<file path="config.mk">
export PLATFORM = sky130hd
export DESIGN_NAME = keyScheduleStore
export DESIGN_NICKNAME = d
export VERILOG_FILES = /design/src/source/aesKeyPkg.sv /design/src/source/keyScheduleStore.sv
export SDC_FILE = /design/constraint.sdc
export NUM_CORES = 2
export LEC_CHECK = 0
export ABC_AREA = 1
export BUFFER_PORTS_ARGS = -buffer_cell sky130_fd_sc_hd__buf_2
export CAP_MARGIN = 20
export CORE_AREA = 3 3 645 647
export DETAILED_ROUTE_END_ITERATION = 10
export DIE_AREA = 0 0 648 650
export PLACE_DENSITY = 0.39
export SLEW_MARGIN = 20
export SYNTH_ARGS = -nofsm -noshare
export SYNTH_HDL_FRONTEND = slang
export SYNTH_SLANG_ARGS = --single-unit
</file>
<file path="constraint.sdc">
create_clock -name clock -period 2.25 [get_ports clock]
set_input_delay 0.45 -clock clock [delete_from_list [all_inputs] [get_ports clock]]
set_output_delay 0.45 -clock clock [all_outputs]
set_load 0.05 [all_outputs]
</file>
<file path="src/source/aesKeyPkg.sv">
package aesKeyPkg;

	//////////////////////////////
	// widths

	typedef logic [31:0] word32; // one schedule word
	typedef logic [127:0] aesKey128; // cipher key or one round key
	typedef logic [1407:0] expandedKey; // eleven round keys, round 0 on top
	typedef logic [3:0] roundIndex;
	typedef logic [7:0] rconByte;

	//////////////////////////////
	// AES-128 constants

	localparam roundIndex numRounds = 4'd10;
	localparam rconByte rconFirst = 8'h01;
	localparam rconByte rconWrap = 8'h1b; // follows 8'h80 in GF(2^8)

	//////////////////////////////
	// beats between the blocks

	// key captured on start, one cycle wide
	typedef struct packed
	{
		logic valid;
		aesKey128 key;
	} loadBeat;

	// one finished round key
	typedef struct packed
	{
		logic valid;
		roundIndex index;
		aesKey128 key;
	} roundBeat;

	// generator FSM
	typedef enum logic
	{
		genIdle,
		genRun
	} genState;

endpackage
</file>
<file path="src/source/keyScheduleStore.sv">
`timescale 1ns/1ps

module keyScheduleStore (
	input logic clock,
	input logic reset,
	input aesKeyPkg::loadBeat load,
	input aesKeyPkg::roundBeat round,
	output aesKeyPkg::expandedKey keyExp,
	output logic keyExpDone
);

	aesKeyPkg::expandedKey keyExpReg;
	logic doneReg;
	logic [10:0] roundSlot; // lsb of the slot for round.index
	logic lastRound;

	// round 0 on top, so slot lsb is (10 - index) * 128
	assign roundSlot = {aesKeyPkg::numRounds - round.index, 7'd0};
	assign lastRound = round.valid && (round.index == aesKeyPkg::numRounds);

	always_ff @(posedge clock)
	begin
		if (reset)
		begin
			keyExpReg <= '0;
			doneReg <= 1'b0;
		end
		else if (load.valid)
		begin
			// new key, old rounds are overwritten as they come
			keyExpReg[$bits(aesKeyPkg::expandedKey) - 1 -: 128] <= load.key;
			doneReg <= 1'b0;
		end
		else if (round.valid)
		begin
			keyExpReg[roundSlot +: 128] <= round.key;
			if (lastRound)
				doneReg <= 1'b1;
		end
	end

	assign keyExp = keyExpReg;
	assign keyExpDone = doneReg;

	doneAfterLastRound: assert property (@(posedge clock) disable iff (reset)
		$rose(keyExpDone) |-> $past(lastRound));

endmodule

</file>
==> run summary <==
The flow ran to the end, but the final reports show violations. The checks that failed: setup timing. Summed over all layers, the global routing overflow is 0. The pin slew with the least headroom to its limit came out at 0.741 ns. The via total after detailed routing came out at 64200.

The tree is rooted in a sky130_fd_sc_hd__clkbuf_16. For this design the top-level I/O count stands at 1673. The area growth from synthesis to layout is 54.0%.

The final instance area is 85700 µm². The worst hold path begins at load[25]. The power density over the cells came out at 778 nW/µm².

By area the synthesized netlist is led by sky130_fd_sc_hd__dfxtp_1 (51%), sky130_fd_sc_hd__nor2_1 (15%), sky130_fd_sc_hd__o21ai_0 (7.0%), sky130_fd_sc_hd__a21oi_1 (5.8%), sky130_fd_sc_hd__nand2_1 (5.3%). The proportion of netlist area held by the largest area contributor is 50.7%. The clock-pin transition on the worst setup and hold timing paths came out at 0.06 ns.

For the worst setup path, the data required time is 3.04 ns. Counting every instance in the synthesized netlist gives 7671. STA classifies the critical path startpoint as a primary input. The final number of hold-violating endpoints is 0.

The initial cell density of the core came out at 13.6%. The final count of negative-setup-slack endpoints is 1. For hold timing, the worst endpoint is keyExp[1305]$_SDFFE_PP0P_. The worst register-to-register path ends at keyExpDone$_SDFFE_PP0P_. The endpoint arrival time on the critical path came out at 3.06 ns. The final net count came out at 10200. The min-delay analysis places its worst path in the category in2reg. The number of enable flip-flop cells after synthesis is 0.

sky130_fd_sc_hd__nor2_1 is the most common cell in the netlist. The final antenna-violating net count came out at 0. The leakage dissipation is 38.2 nW.

For this run, the leading register cell type out of synthesis is sky130_fd_sc_hd__dfxtp_1. The max-cap check violation count is 0. The number of cells on the worst hold path came out at 5. Of all nets on the critical path, the largest fanout is 37. The number of antenna violations at the first check in global routing came to 170. The largest vdd supply drop is 0.556 mV. The final count of pins violating max slew is 0. The violation count after the first detailed-routing iteration came out at 5752. The share of the cycle needed by the critical path after routing came out at 101%.

The share of layout cells above drive strength 1 came out at 28.4%. The number of distinct standard cells referenced by the synthesized netlist came out at 27. The launch instance of the worst register-to-register path is keyExpDone$_SDFFE_PP0P_. The largest clock skew in the final design came out at 0 ns. The half-perimeter wire length after placement is 375000 µm.

The path depth of the worst reg2reg path is 3. The start point of the critical path is round[128]. The via count of the first global-routing pass is 61200. The count of port buffers added during placement is 1672. The die covers 421000 µm². The synthesized area divided by synthesized cell count came out at 7.25 µm². The placeable core region came out at 410000 µm². The number of iterations in the first detailed-routing pass is 6. The post-layout worst setup margin is -0.0218 ns.

The routed design has 465000 µm of wire. The cell type contributing the most total cell area after synthesis is sky130_fd_sc_hd__dfxtp_1. The first global-routing pass estimated 601000 µm of wire. After detailed routing, the average wire length per cell comes to 29.8 µm. The final critical delay including setup and external delays is 2.27 ns.

The number of buffers created by CTS came out at 188. After detailed routing, the number of remaining DRC violations is 0. Routability-driven placement finished with a final weighted congestion of 0.901. Of the synthesized area, sequential elements account for 50.7%. The combined global-route utilization of all metal layers is 21.1%. The worst register-to-register path has a setup slack of 1.03 ns. TritonCTS built the clock tree. The register bit count reported by yosys is 1409. The H-tree was split into 4 levels. Setup repair after global routing left no endpoint under its margin. The total clock sinks came out at 1409. The number of nets handed over by synthesis was 7940. Dividing the detail-routed via count by the number of cells gives 4.12. The proportion of register bits with asynchronous set or reset after synthesis came out at 0%. At the later pin of the worst-skew pair, clock insertion delay measures 0.88 ns.

The largest net degree at the start of global routing came out at 80. The commonest cells after synthesis are sky130_fd_sc_hd__nor2_1 (2222), sky130_fd_sc_hd__dfxtp_1 (1409), sky130_fd_sc_hd__nand2_1 (783). The maximum operating frequency is 440 MHz. The category of the worst setup path capture point is a register. The summed negative setup slack over all endpoints is -0.0218 ns.

The share of the core filled with cells in the final layout is 20.9%. The maximum count of clock buffers along a single path came out at 4. The setup fix buffers added after clock tree synthesis came out at 0. From left edge to right edge, the die measures 648 µm. The total placed instance area came out at 76800 µm². The mapped cell area is 55600 µm². The worst setup path is of the in2reg kind. Measured against its own limit, the worst slew margin works out to 50.6%. The floorplan has 235 rows.

The die boundary height came out at 650 µm. The number of synthesis warnings is 0.
## kinds of logic after synthesis
kind of cell | synth area share (%)
flops | 50.7
simple gates | 29.3
buf+inv | 6.84
fa+ha+maj | 0.112
compound gates | 13.1
## worst max-delay path by stage
| stage | to | slack, ns | cells past startpoint |
|---|---|---|---|
| global route | keyExp[963] | 0.01 | 1 |
| finish | keyExp[188]$_SDFFE_PP0P_ | -0.02 | 15 |
| detailed placement | keyExp[188]$_SDFFE_PP0P_ | -0.93 | 15 |
| global placement | keyExp[188]$_SDFFE_PP0P_ | -0.96 | 15 |
| floorplan | keyExp[253]$_SDFFE_PP0P_ | 0.08 | 13 |
| CTS | keyExp[921] | 0.002 | 1 |
## report_power, final
part           total [mW]  internal [mW]  switching [mW]
logic                9.86           2.73            7.14
clock network        31.1           18.0            13.2
registers            25.6           25.4           0.249
total                66.6           46.1            20.5
## through the flow
step	setup WS, ns	hold slack [ns]	instances	power, mW
2_1_floorplan	0.0800	0.599	7671	30.3
3_3_place_gp	-0.963	0.446	15000	35.6
3_5_place_dp	-0.929	0.450	15000	35.5
4_1_cts	0.00232	0.00481	15500	67.5
5_1_grt	0.0136	0.0336	15600	68.8
6_report	-0.0218	0.0899	15600	66.6
## state kept, by name, summed over array words and instances (netlist names)
register / cells
keyExp: 1408
keyExpDone: 1
## routing by layer
metal | global-route usage, % | vias up | routed length (µm)
met1 | 25.3 | 31100 | 188000
met5 | 0 | - | 555
met4 | 9.29 | 84 | 24100
met2 | 33.9 | 2601 | 209000
met3 | 7.28 | 638 | 43100
li1 | - | 29800 | -
## cells in the final DEF, fill, tap and decap left out, drive strengths merged
cell,instances
buf,2530
nor2,2227
dfxtp,1409
o21ai,810
nand2,789
a21oi,643
nand3,329
clkbuf,275
dlygate4sd3,243
inv,241
nand4,221
nor3,209
nand3b,112
diode,62
clkinv,36
bufinv,9
clkinvlp,9
ha,5
a41oi,1
## worst max-delay path: stages
cell and delay, ns:
sky130_fd_sc_hd__buf_2 0.17, sky130_fd_sc_hd__inv_1 0.11, sky130_fd_sc_hd__ha_4 0.28, sky130_fd_sc_hd__inv_2 0.03, sky130_fd_sc_hd__nor2_2 0.18, sky130_fd_sc_hd__nand3_1 0.10, sky130_fd_sc_hd__nand3_1 0.21, sky130_fd_sc_hd__nand2_8 0.09
sky130_fd_sc_hd__nor2_2 0.14, sky130_fd_sc_hd__buf_12 0.14, sky130_fd_sc_hd__nand2_4 0.11, sky130_fd_sc_hd__buf_12 0.19, sky130_fd_sc_hd__o21ai_1 0.43, sky130_fd_sc_hd__buf_4 0.20, sky130_fd_sc_hd__nor2_1 0.04
## what timing repair did
| action | CTS | global route |
|---|---|---|
| hold buffers | 243 | 0 |
| gates resized for setup | 34 | 2 |
| pin swaps | 0 | 0 |
| endpoints found under the hold margin | 424 | 0 |
| endpoints found under the setup margin | 33 | 2 |
## final cells by class
type | instances | area (µm²)
fillers | 46700 | 324000
flip-flops and latches | 1409 | 28200
multi-input cells | 5346 | 23800
repair buffers | 2774 | 19500
well taps | 5451 | 6820
clock buffers | 274 | 5490
inverters | 233 | 971
clock inverters | 62 | 698
diodes | 62 | 155
(Power assumes the default switching activity.)
