==> src/source/aesKeyPkg.sv <==
package aesKeyPkg;

	//////////////////////////////
	// widths

	typedef logic [31:0] word32; // one schedule word
	typedef logic [127:0] aesKey128; // cipher key or one round key
	typedef logic [1407:0] expandedKey; // eleven round keys, round 0 on top
	typedef logic [3:0] roundIndex;
	typedef logic [7:0] rconByte;

	//////////////////////////////
	// AES-128 constants

	localparam roundIndex numRounds = 4'd10;
	localparam rconByte rconFirst = 8'h01;
	localparam rconByte rconWrap = 8'h1b; // follows 8'h80 in GF(2^8)

	//////////////////////////////
	// beats between the blocks

	// key captured on start, one cycle wide
	typedef struct packed
	{
		logic valid;
		aesKey128 key;
	} loadBeat;

	// one finished round key
	typedef struct packed
	{
		logic valid;
		roundIndex index;
		aesKey128 key;
	} roundBeat;

	// generator FSM
	typedef enum logic
	{
		genIdle,
		genRun
	} genState;

endpackage
==> src/source/keyLoader.sv <==
`timescale 1ns/1ps

module keyLoader (
	input logic clock,
	input logic reset,
	input logic start,
	input aesKeyPkg::aesKey128 cipherKey,
	output aesKeyPkg::loadBeat load
);

	logic loadValid;
	aesKeyPkg::aesKey128 loadKey;

	always_ff @(posedge clock)
	begin
		if (reset)
		begin
			loadValid <= 1'b0;
		end
		else
		begin
			loadValid <= start; // one beat per strobe
		end
	end

	// held until the next strobe so the inputs may move
	always_ff @(posedge clock)
	begin
		if (start)
			loadKey <= cipherKey;
	end

	assign load = '{valid: loadValid, key: loadKey};

	loadSingleBeat: assert property (@(posedge clock) disable iff (reset)
		load.valid |=> !load.valid);

endmodule

==> config.mk <==
export PLATFORM = sky130hd
export DESIGN_NAME = keyLoader
export DESIGN_NICKNAME = d
export VERILOG_FILES = /design/src/source/aesKeyPkg.sv /design/src/source/keyLoader.sv
export SDC_FILE = /design/constraint.sdc
export NUM_CORES = 1
export LEC_CHECK = 0
export BUFFER_PORTS_ARGS = -buffer_cell sky130_fd_sc_hd__buf_4
export CAP_MARGIN = 20
export CORE_MARGIN = 2
export CORE_UTILIZATION = 25
export CTS_CLUSTER_DIAMETER = 60
export CTS_CLUSTER_SIZE = 20
export DETAILED_ROUTE_END_ITERATION = 6
export PLACE_DENSITY = 0.65
export SYNTH_ARGS = -nofsm -noshare
export SYNTH_HDL_FRONTEND = slang
export SYNTH_SLANG_ARGS = --single-unit
==> constraint.sdc <==
create_clock -name clock -period 0.8 [get_ports clock]
set_input_delay 0.12 -clock clock [delete_from_list [all_inputs] [get_ports clock]]
set_output_delay 0.12 -clock clock [all_outputs]
set_load 0.03 [all_outputs]
==> out/summary.md, run 1 <==
- 2 — buffers from clock root to sink, at most
- 123 — number of buffers added to fix hold violations after cts
- 129 — post-synthesis sequential element count
- 4_1_cts — Failed at
- 129 microns — die extent in y
- [ERROR RSZ-0060] Max buffer count reached. — run-stopping error
- 260 — I/O Pins
- 0.665 — Final Wtd Congestion
- 129 — Sinks on Clock Net
- sky130_fd_sc_hd__clkbuf_16 — root buffer cell
- 3880 sq um — area of the mapped netlist
- 17 — cts bufs inserted
- 130 — # resized after CTS
- did not finish — result of the run
- 580 — cell total after placement
- 4 — synth unique cells
- 99.5% — sequential cell area fraction in the yosys report
- 262 — number of nets in the synthesized netlist
- 45 — floorplan row count
- 0 — buffer count from post-CTS setup fixing
- 259 — number of input and output port buffers inserted
- 4 — CTS H-tree lvls
- 129 microns — Horiz. Die Dim
- 0 — warnings from Yosys
- 131 — number of cells produced by synthesis
- 29.7 sq um — Synth Area per Inst
- 25.6% — Initial Util
==> stage by stage <==
stage                     hold slack (ps)  worst slack [ps]  cell area, sq um
after detailed placement              292              -113              6100
after global placement                291             -92.4              6100
after floorplan                       184               184              3880
==> cell families after synthesis <==
| logic type | Yosys count | synth area share (%) |
|---|---|---|
| flip-flops | 129 | 99.5 |
| AND/OR/NAND/NOR | 1 | 0.354 |
| buffers and inverters | 1 | 0.193 |
==> cell usage after synthesis (all sizes together) <==
cell / instances / area (sq um)
buf: 1 / 7.51
dfxtp: 1 / 20.0
nor2b: 1 / 13.8
edfxtp: 128 / 3840
==> run 2: changes to the inputs <==
CORE_UTILIZATION = 20   (was 25)
CTS_CLUSTER_DIAMETER = default   (was 60)
CTS_CLUSTER_SIZE = default   (was 20)
PLACE_DENSITY = default   (was 0.65)
PLACE_DENSITY_LB_ADDON = 0.15   (was default)
==> out/summary.md, run 2 <==
- 3.57 — average via count per standard cell
- 1340 uV — Worst IR Drop VDD
- setup timing — violations in the final reports
- 52.5% — fraction of final layout cells with drive strength greater than 1
- sky130_fd_sc_hd__clkbuf_16 — root buffer cell
- 131 — number of cells produced by synthesis
- 0.656 — Final Wtd Congestion
- 260 — I/O Pins
- sky130_fd_sc_hd__edfxtp_1 99%, sky130_fd_sc_hd__dfxtp_1 0.52%, sky130_fd_sc_hd__nor2b_4 0.35% — leading cell types by total area after synthesis
- primary input to register — worst hold path type
- 0 — Final Slew Violations
- 11.4% — met1 GRT Util
- 130 x sky130_fd_sc_hd__buf_4, 129 x sky130_fd_sc_hd__dlygate4sd3_1, 129 x sky130_fd_sc_hd__buf_6 — commonest cells after routing, fill and taps aside
- 129 — Sinks on Clock Net
- 3880 sq um — area of the mapped netlist
- 1 — peak fanout along the critical path
- buf_6 — crit path cell chain
- 1643 — Fill cells
- 50 ps — clock-pin slew on the worst setup and hold paths
- 143 microns — Horiz. Die Dim
- 1 — count of buffer and inverter cells on the critical path
- 18900 sq um — core box area
- 20.6% — Initial Util
- 652 — cell total after placement
- 10.8% — total global-route track usage
- 0 — remaining number of nets flagged by the antenna check after routing
- 4 — 1st-pass router iterations
- 128 x sky130_fd_sc_hd__edfxtp_1, 1 x sky130_fd_sc_hd__buf_4, 1 x sky130_fd_sc_hd__dfxtp_1, 1 x sky130_fd_sc_hd__nor2b_4 — most used standard cells in the synthesized netlist
- -303 ps — worst-case setup margin in the final layout
- 0 — total congestion overflow
- 4 — synth unique cells
- 13.9 microns — detailed-route wire length per cell
- 17 — cts bufs inserted
- 45.1% — final core utilization
- sky130_fd_sc_hd__edfxtp_1 — cell with the most instances after synthesis
- 671 — total number of nets in the final design
- 119% — area growth from synthesis to layout
- 980 ps — arrival time reported for the critical path endpoint
- sky130_fd_sc_hd__buf_4 — most frequent standard cell in the layout excluding fill and tap cells
- -33460 ps — setup TNS
- 77 — Detailed Route Iter0 Violations
- 4 — CTS H-tree lvls
- 812 — final non-filler cell total
- 0 — remaining routing DRC violations
- 29.7 sq um — Synth Area per Inst
- 8510 sq um — design area
- 17.6% — fraction of met2 tracks used by global routing
- 0 — Antenna diodes
- 128 — EDFF count, synth
- 46 — pin count of the biggest net entering global routing
- 6210 sq um — standard cell area after detailed placement
- 50 — floorplan row count
- 1100 ps — shortest period the worst path allows
- 0 — hold violation total from the final report
- 83.3% — tightest slew margin relative to the limit
- register to primary output — Setup CP Type
- register — CP startpoint kind
- 143 microns — die extent in y
- 129 — count of endpoints failing setup in the final report
- loadKey — register ranked first by flip-flop count
- 262 — number of nets in the synthesized netlist
- 11.3 mm — DRT Wirelength
- 3.49 nW — reported leakage power
- sky130_fd_sc_hd__edfxtp_1 — ys flop type
- 138% — final worst path period share
- met2 — GR peak layer
- 129 — post-synthesis sequential element count
- 20600 sq um — Total Die Area
- 0 — initial antenna violation count
- 0 — warnings from Yosys
- yes — clock tree from TritonCTS
- 2 — buffers from clock root to sink, at most
- 2902 — number of vias after detailed routing
- finished, violations left — result of the run
- 128 — flip-flop count of the largest register, all copies and words added
- 251 ps — Worst Max-Slew Pin Slew
- 99.5% — sequential cell area fraction in the yosys report
- loadKey (128), loadValid (1) — largest registers
- 13.8 sq um — area of the multi-input gates
- yes — unrepaired setup endpoints after global routing
- 3168 — number of global-route vias before repair
- 98.9% — area fraction of the dominant cell type after synthesis
- 680 ps — CP Data Required Time
- 6.23% — global routing usage on met3
- 2190 nW/um^2 — cell area power density
- 0 — buffer count from post-CTS setup fixing
- 3860 sq um — register area
- 907 MHz — peak clock frequency supported by timing
- 259 — number of input and output port buffers inserted
- 16.4 mm — first-pass GRT wire length
- 0 — max capacitance violation total
- sky130_fd_sc_hd__edfxtp_1 — cell type with the largest total area after synthesis
- sky130_fd_sc_hd__edfxtp_1 — critical-path cell with the highest stage delay
- 410 ps — slowest stage delay, CP
- flip-flops — cell family with the largest share of critical-path delay
- primary output — Worst setup EP type
- 0.0186 W — final total power
- 0% — Post-synth ARST share
==> run 2: cell counts after synthesis <==
No cell type changed its count.
==> run 2: kinds of logic (layout without fill, tap and decap cells) <==
family | Yosys count | after routing | synth area share (%)
buf+inv | 1 | 422 | 0.193
simple gates | 1 | 1 | 0.354
flops | 129 | 129 | 99.5
==> run 2: where the power goes <==
part           total, W  internal [W]  switching [W]
clock network   0.00696       0.00421        0.00274
logic           0.00337       0.00177        0.00161
registers       0.00829       0.00805       0.000243
total            0.0186        0.0140        0.00459
==> run 2: metal layers <==
| layer | vias up | wire length (microns) |
|---|---|---|
| met5 | - | 0 |
| met4 | 0 | 157 |
| met3 | 13 | 1440 |
| li1 | 1352 | - |
| met1 | 1351 | 4310 |
| met2 | 186 | 5350 |
==> run 2: per-stage QoR <==
| step | hold WS [ps] | setup slack, ps |
|---|---|---|
| after floorplan | 184 | 184 |
| after global placement | 296 | -51.7 |
| final | 225 | -303 |
| after global routing | 219 | -351 |
| after detailed placement | 293 | -63.1 |
| after CTS | 217 | -335 |
==> run 2: repair_timing <==
item,CTS,global route
gates resized for setup,130,0
setup endpoints to repair,129,129
hold buffers,129,0
pin swaps,0,0
hold endpoints to repair,129,0
==> run 2: worst paths after layout <==
kind,start,end,slack [ps],cells after the start
setup / recovery,loadKey[88]$_DFFE_PP_,load[88],-300,1
hold / removal,start,loadKey[127]$_DFFE_PP_,230,2
==> run 2: cell type report <==
type | count | area share [%]
Sequential cell | 129 | 45.4
Clock buffer | 20 | 5.13
Timing Repair Buffer | 391 | 44.4
Clock inverter | 11 | 1.07
Multi-Input combinational cell | 1 | 0.162
Tap cell | 260 | 3.82
(Power assumes the default switching activity.)
==> run 3: changes to the inputs <==
RECOVER_POWER = 50   (was default)
==> out/summary.md, run 3 (synthesized netlist as in run 2, its figures left out) <==
- finished, violations left — result of the run
- setup timing — violations in the final reports
- 906 MHz — peak clock frequency supported by timing
- 4 — CTS H-tree lvls
- 2190 nW/um^2 — cell area power density
- 20600 sq um — Total Die Area
- buf_6 — crit path cell chain
- sky130_fd_sc_hd__buf_4 — most frequent standard cell in the layout excluding fill and tap cells
- loadKey (128), loadValid (1) — largest registers
- primary input to register — worst hold path type
- 0 — max capacitance violation total
- 259 — number of input and output port buffers inserted
- 37.4% — Clk pwr share
- 10.8% — total global-route track usage
- 0 — initial antenna violation count
- sky130_fd_sc_hd__edfxtp_1 — critical-path cell with the highest stage delay
- 601 ps — Worst Max-Slew Pin Slew
- 1340 uV — Worst IR Drop VDD
- 3168 — number of global-route vias before repair
- 3.57 — average via count per standard cell
- 128 — flip-flop count of the largest register, all copies and words added
- 20.6% — Initial Util
- loadKey[78]$_DFFE_PP_ — destination of the worst hold path
- yes — unrepaired setup endpoints after global routing
- 0 — Antenna diodes
- 0 — total congestion overflow
- start — worst min-delay path startpoint
- 0.0140 W — cell-internal power
- -63.1 ps — pre-CTS setup slack
- 0 — remaining number of nets flagged by the antenna check after routing
- 671 — total number of nets in the final design
- sky130_fd_sc_hd__clkbuf_16 — root buffer cell
- 91 — Detailed Route Iter0 Violations
- 17 — cts bufs inserted
- 680 ps — CP Data Required Time
- 143 microns — Horiz. Die Dim
- 1100 ps — shortest period the worst path allows
- primary output — Worst setup EP type
- 1 — peak fanout along the critical path
- 980 ps — arrival time reported for the critical path endpoint
- 8470 sq um — design area
- 16.4 mm — first-pass GRT wire length
- flip-flops — cell family with the largest share of critical-path delay
- -33440 ps — setup TNS
- 44.6% — sequential share of power
- 4 — 1st-pass router iterations
- 18900 sq um — core box area
- 50 ps — clock-pin slew on the worst setup and hold paths
- register — CP startpoint kind
- 1 — count of buffer and inverter cells on the critical path
- register to primary output — Setup CP Type
- 410 ps — slowest stage delay, CP
- 143 microns — die extent in y
- 13.9 microns — detailed-route wire length per cell
- 260 — I/O Pins
- 0.656 — Final Wtd Congestion
- 6210 sq um — standard cell area after detailed placement
- 1648 — Fill cells
- 3.47 nW — reported leakage power
- 0.00458 W — Net Switching
- 0 — hold violation total from the final report
- 129 — count of endpoints failing setup in the final report
- 11.3 mm — DRT Wirelength
- 0 — remaining routing DRC violations
- 2 — buffers from clock root to sink, at most
- 138% — final worst path period share
- -304 ps — worst-case setup margin in the final layout
- 0 — Final Slew Violations
- yes — clock tree from TritonCTS
- 2898 — number of vias after detailed routing
- 59.9% — tightest slew margin relative to the limit
- 50 — floorplan row count
- 46 — pin count of the biggest net entering global routing
- 118% — area growth from synthesis to layout
- 2 — cell depth of the worst hold path
- loadKey — register ranked first by flip-flop count
- 18.0% — combinational cell fraction of total power
- 52.4% — fraction of final layout cells with drive strength greater than 1
- 129 — Sinks on Clock Net
- 130 x sky130_fd_sc_hd__buf_4, 129 x sky130_fd_sc_hd__dlygate4sd3_1, 129 x sky130_fd_sc_hd__buf_6 — commonest cells after routing, fill and taps aside
- 24.6% — share of total power consumed by net switching
[run 3: power by group through the flow]
stage | clock, W | combinational, W | sequential, W
floorplan | 0 | 0.0000137 | 0.00940
global placement | 0 | 0.00257 | 0.00831
detailed placement | 0 | 0.00256 | 0.00831
CTS | 0.00723 | 0.00339 | 0.00829
global route | 0.00752 | 0.00350 | 0.00835
finish | 0.00695 | 0.00334 | 0.00829
[run 3: timing repair]
action | 4_1_cts | 5_1_grt
cloned | 0 | 0
setup buffers | 0 | 0
pin swaps | 0 | 0
hold endpoints to repair | 129 | 0
hold buffers | 129 | 0
gates resized for setup | 130 | 0
endpoints found under the setup margin | 129 | 129
[run 3: routing by layer]
metal  global-route usage, %  vias to the layer above  wire (microns)
met5                       0                        -               0
met1                    11.4                     1347            4300
met2                    17.6                      186            5390
li1                        -                     1352               -
met4                    4.80                        0             157
met3                    6.23                       13            1440
[run 3: worst max path at each step]
stage	start	endpoint	depth (start not counted)
detailed placement	start	loadKey[5]$_DFFE_PP_	2
CTS	loadKey[117]$_DFFE_PP_	load[117]	1
floorplan	loadKey[0]$_DFFE_PP_	load[0]	0
global placement	start	loadKey[13]$_DFFE_PP_	2
finish	loadKey[88]$_DFFE_PP_	load[88]	1
global route	loadKey[88]$_DFFE_PP_	load[88]	1
[run 3: final cells by class]
cell class / count / area (sq um) / area share [%]
Clock buffer: 20 / 437 / 5.16
Clock inverter: 11 / 91.3 / 1.08
Multi-Input combinational cell: 1 / 13.8 / 0.162
Sequential cell: 129 / 3860 / 45.6
Tap cell: 260 / 325 / 3.84
Timing Repair Buffer: 391 / 3740 / 44.1
[run 3: through the flow]
step,instances,hold WS [ps],util [%],total power [W]
floorplan,131,184,-,0.00941
global placement,652,296,32.9,0.0109
detailed placement,652,293,32.9,0.0109
CTS,812,217,45.1,0.0189
global route,812,379,44.8,0.0194
finish,812,366,44.8,0.0186
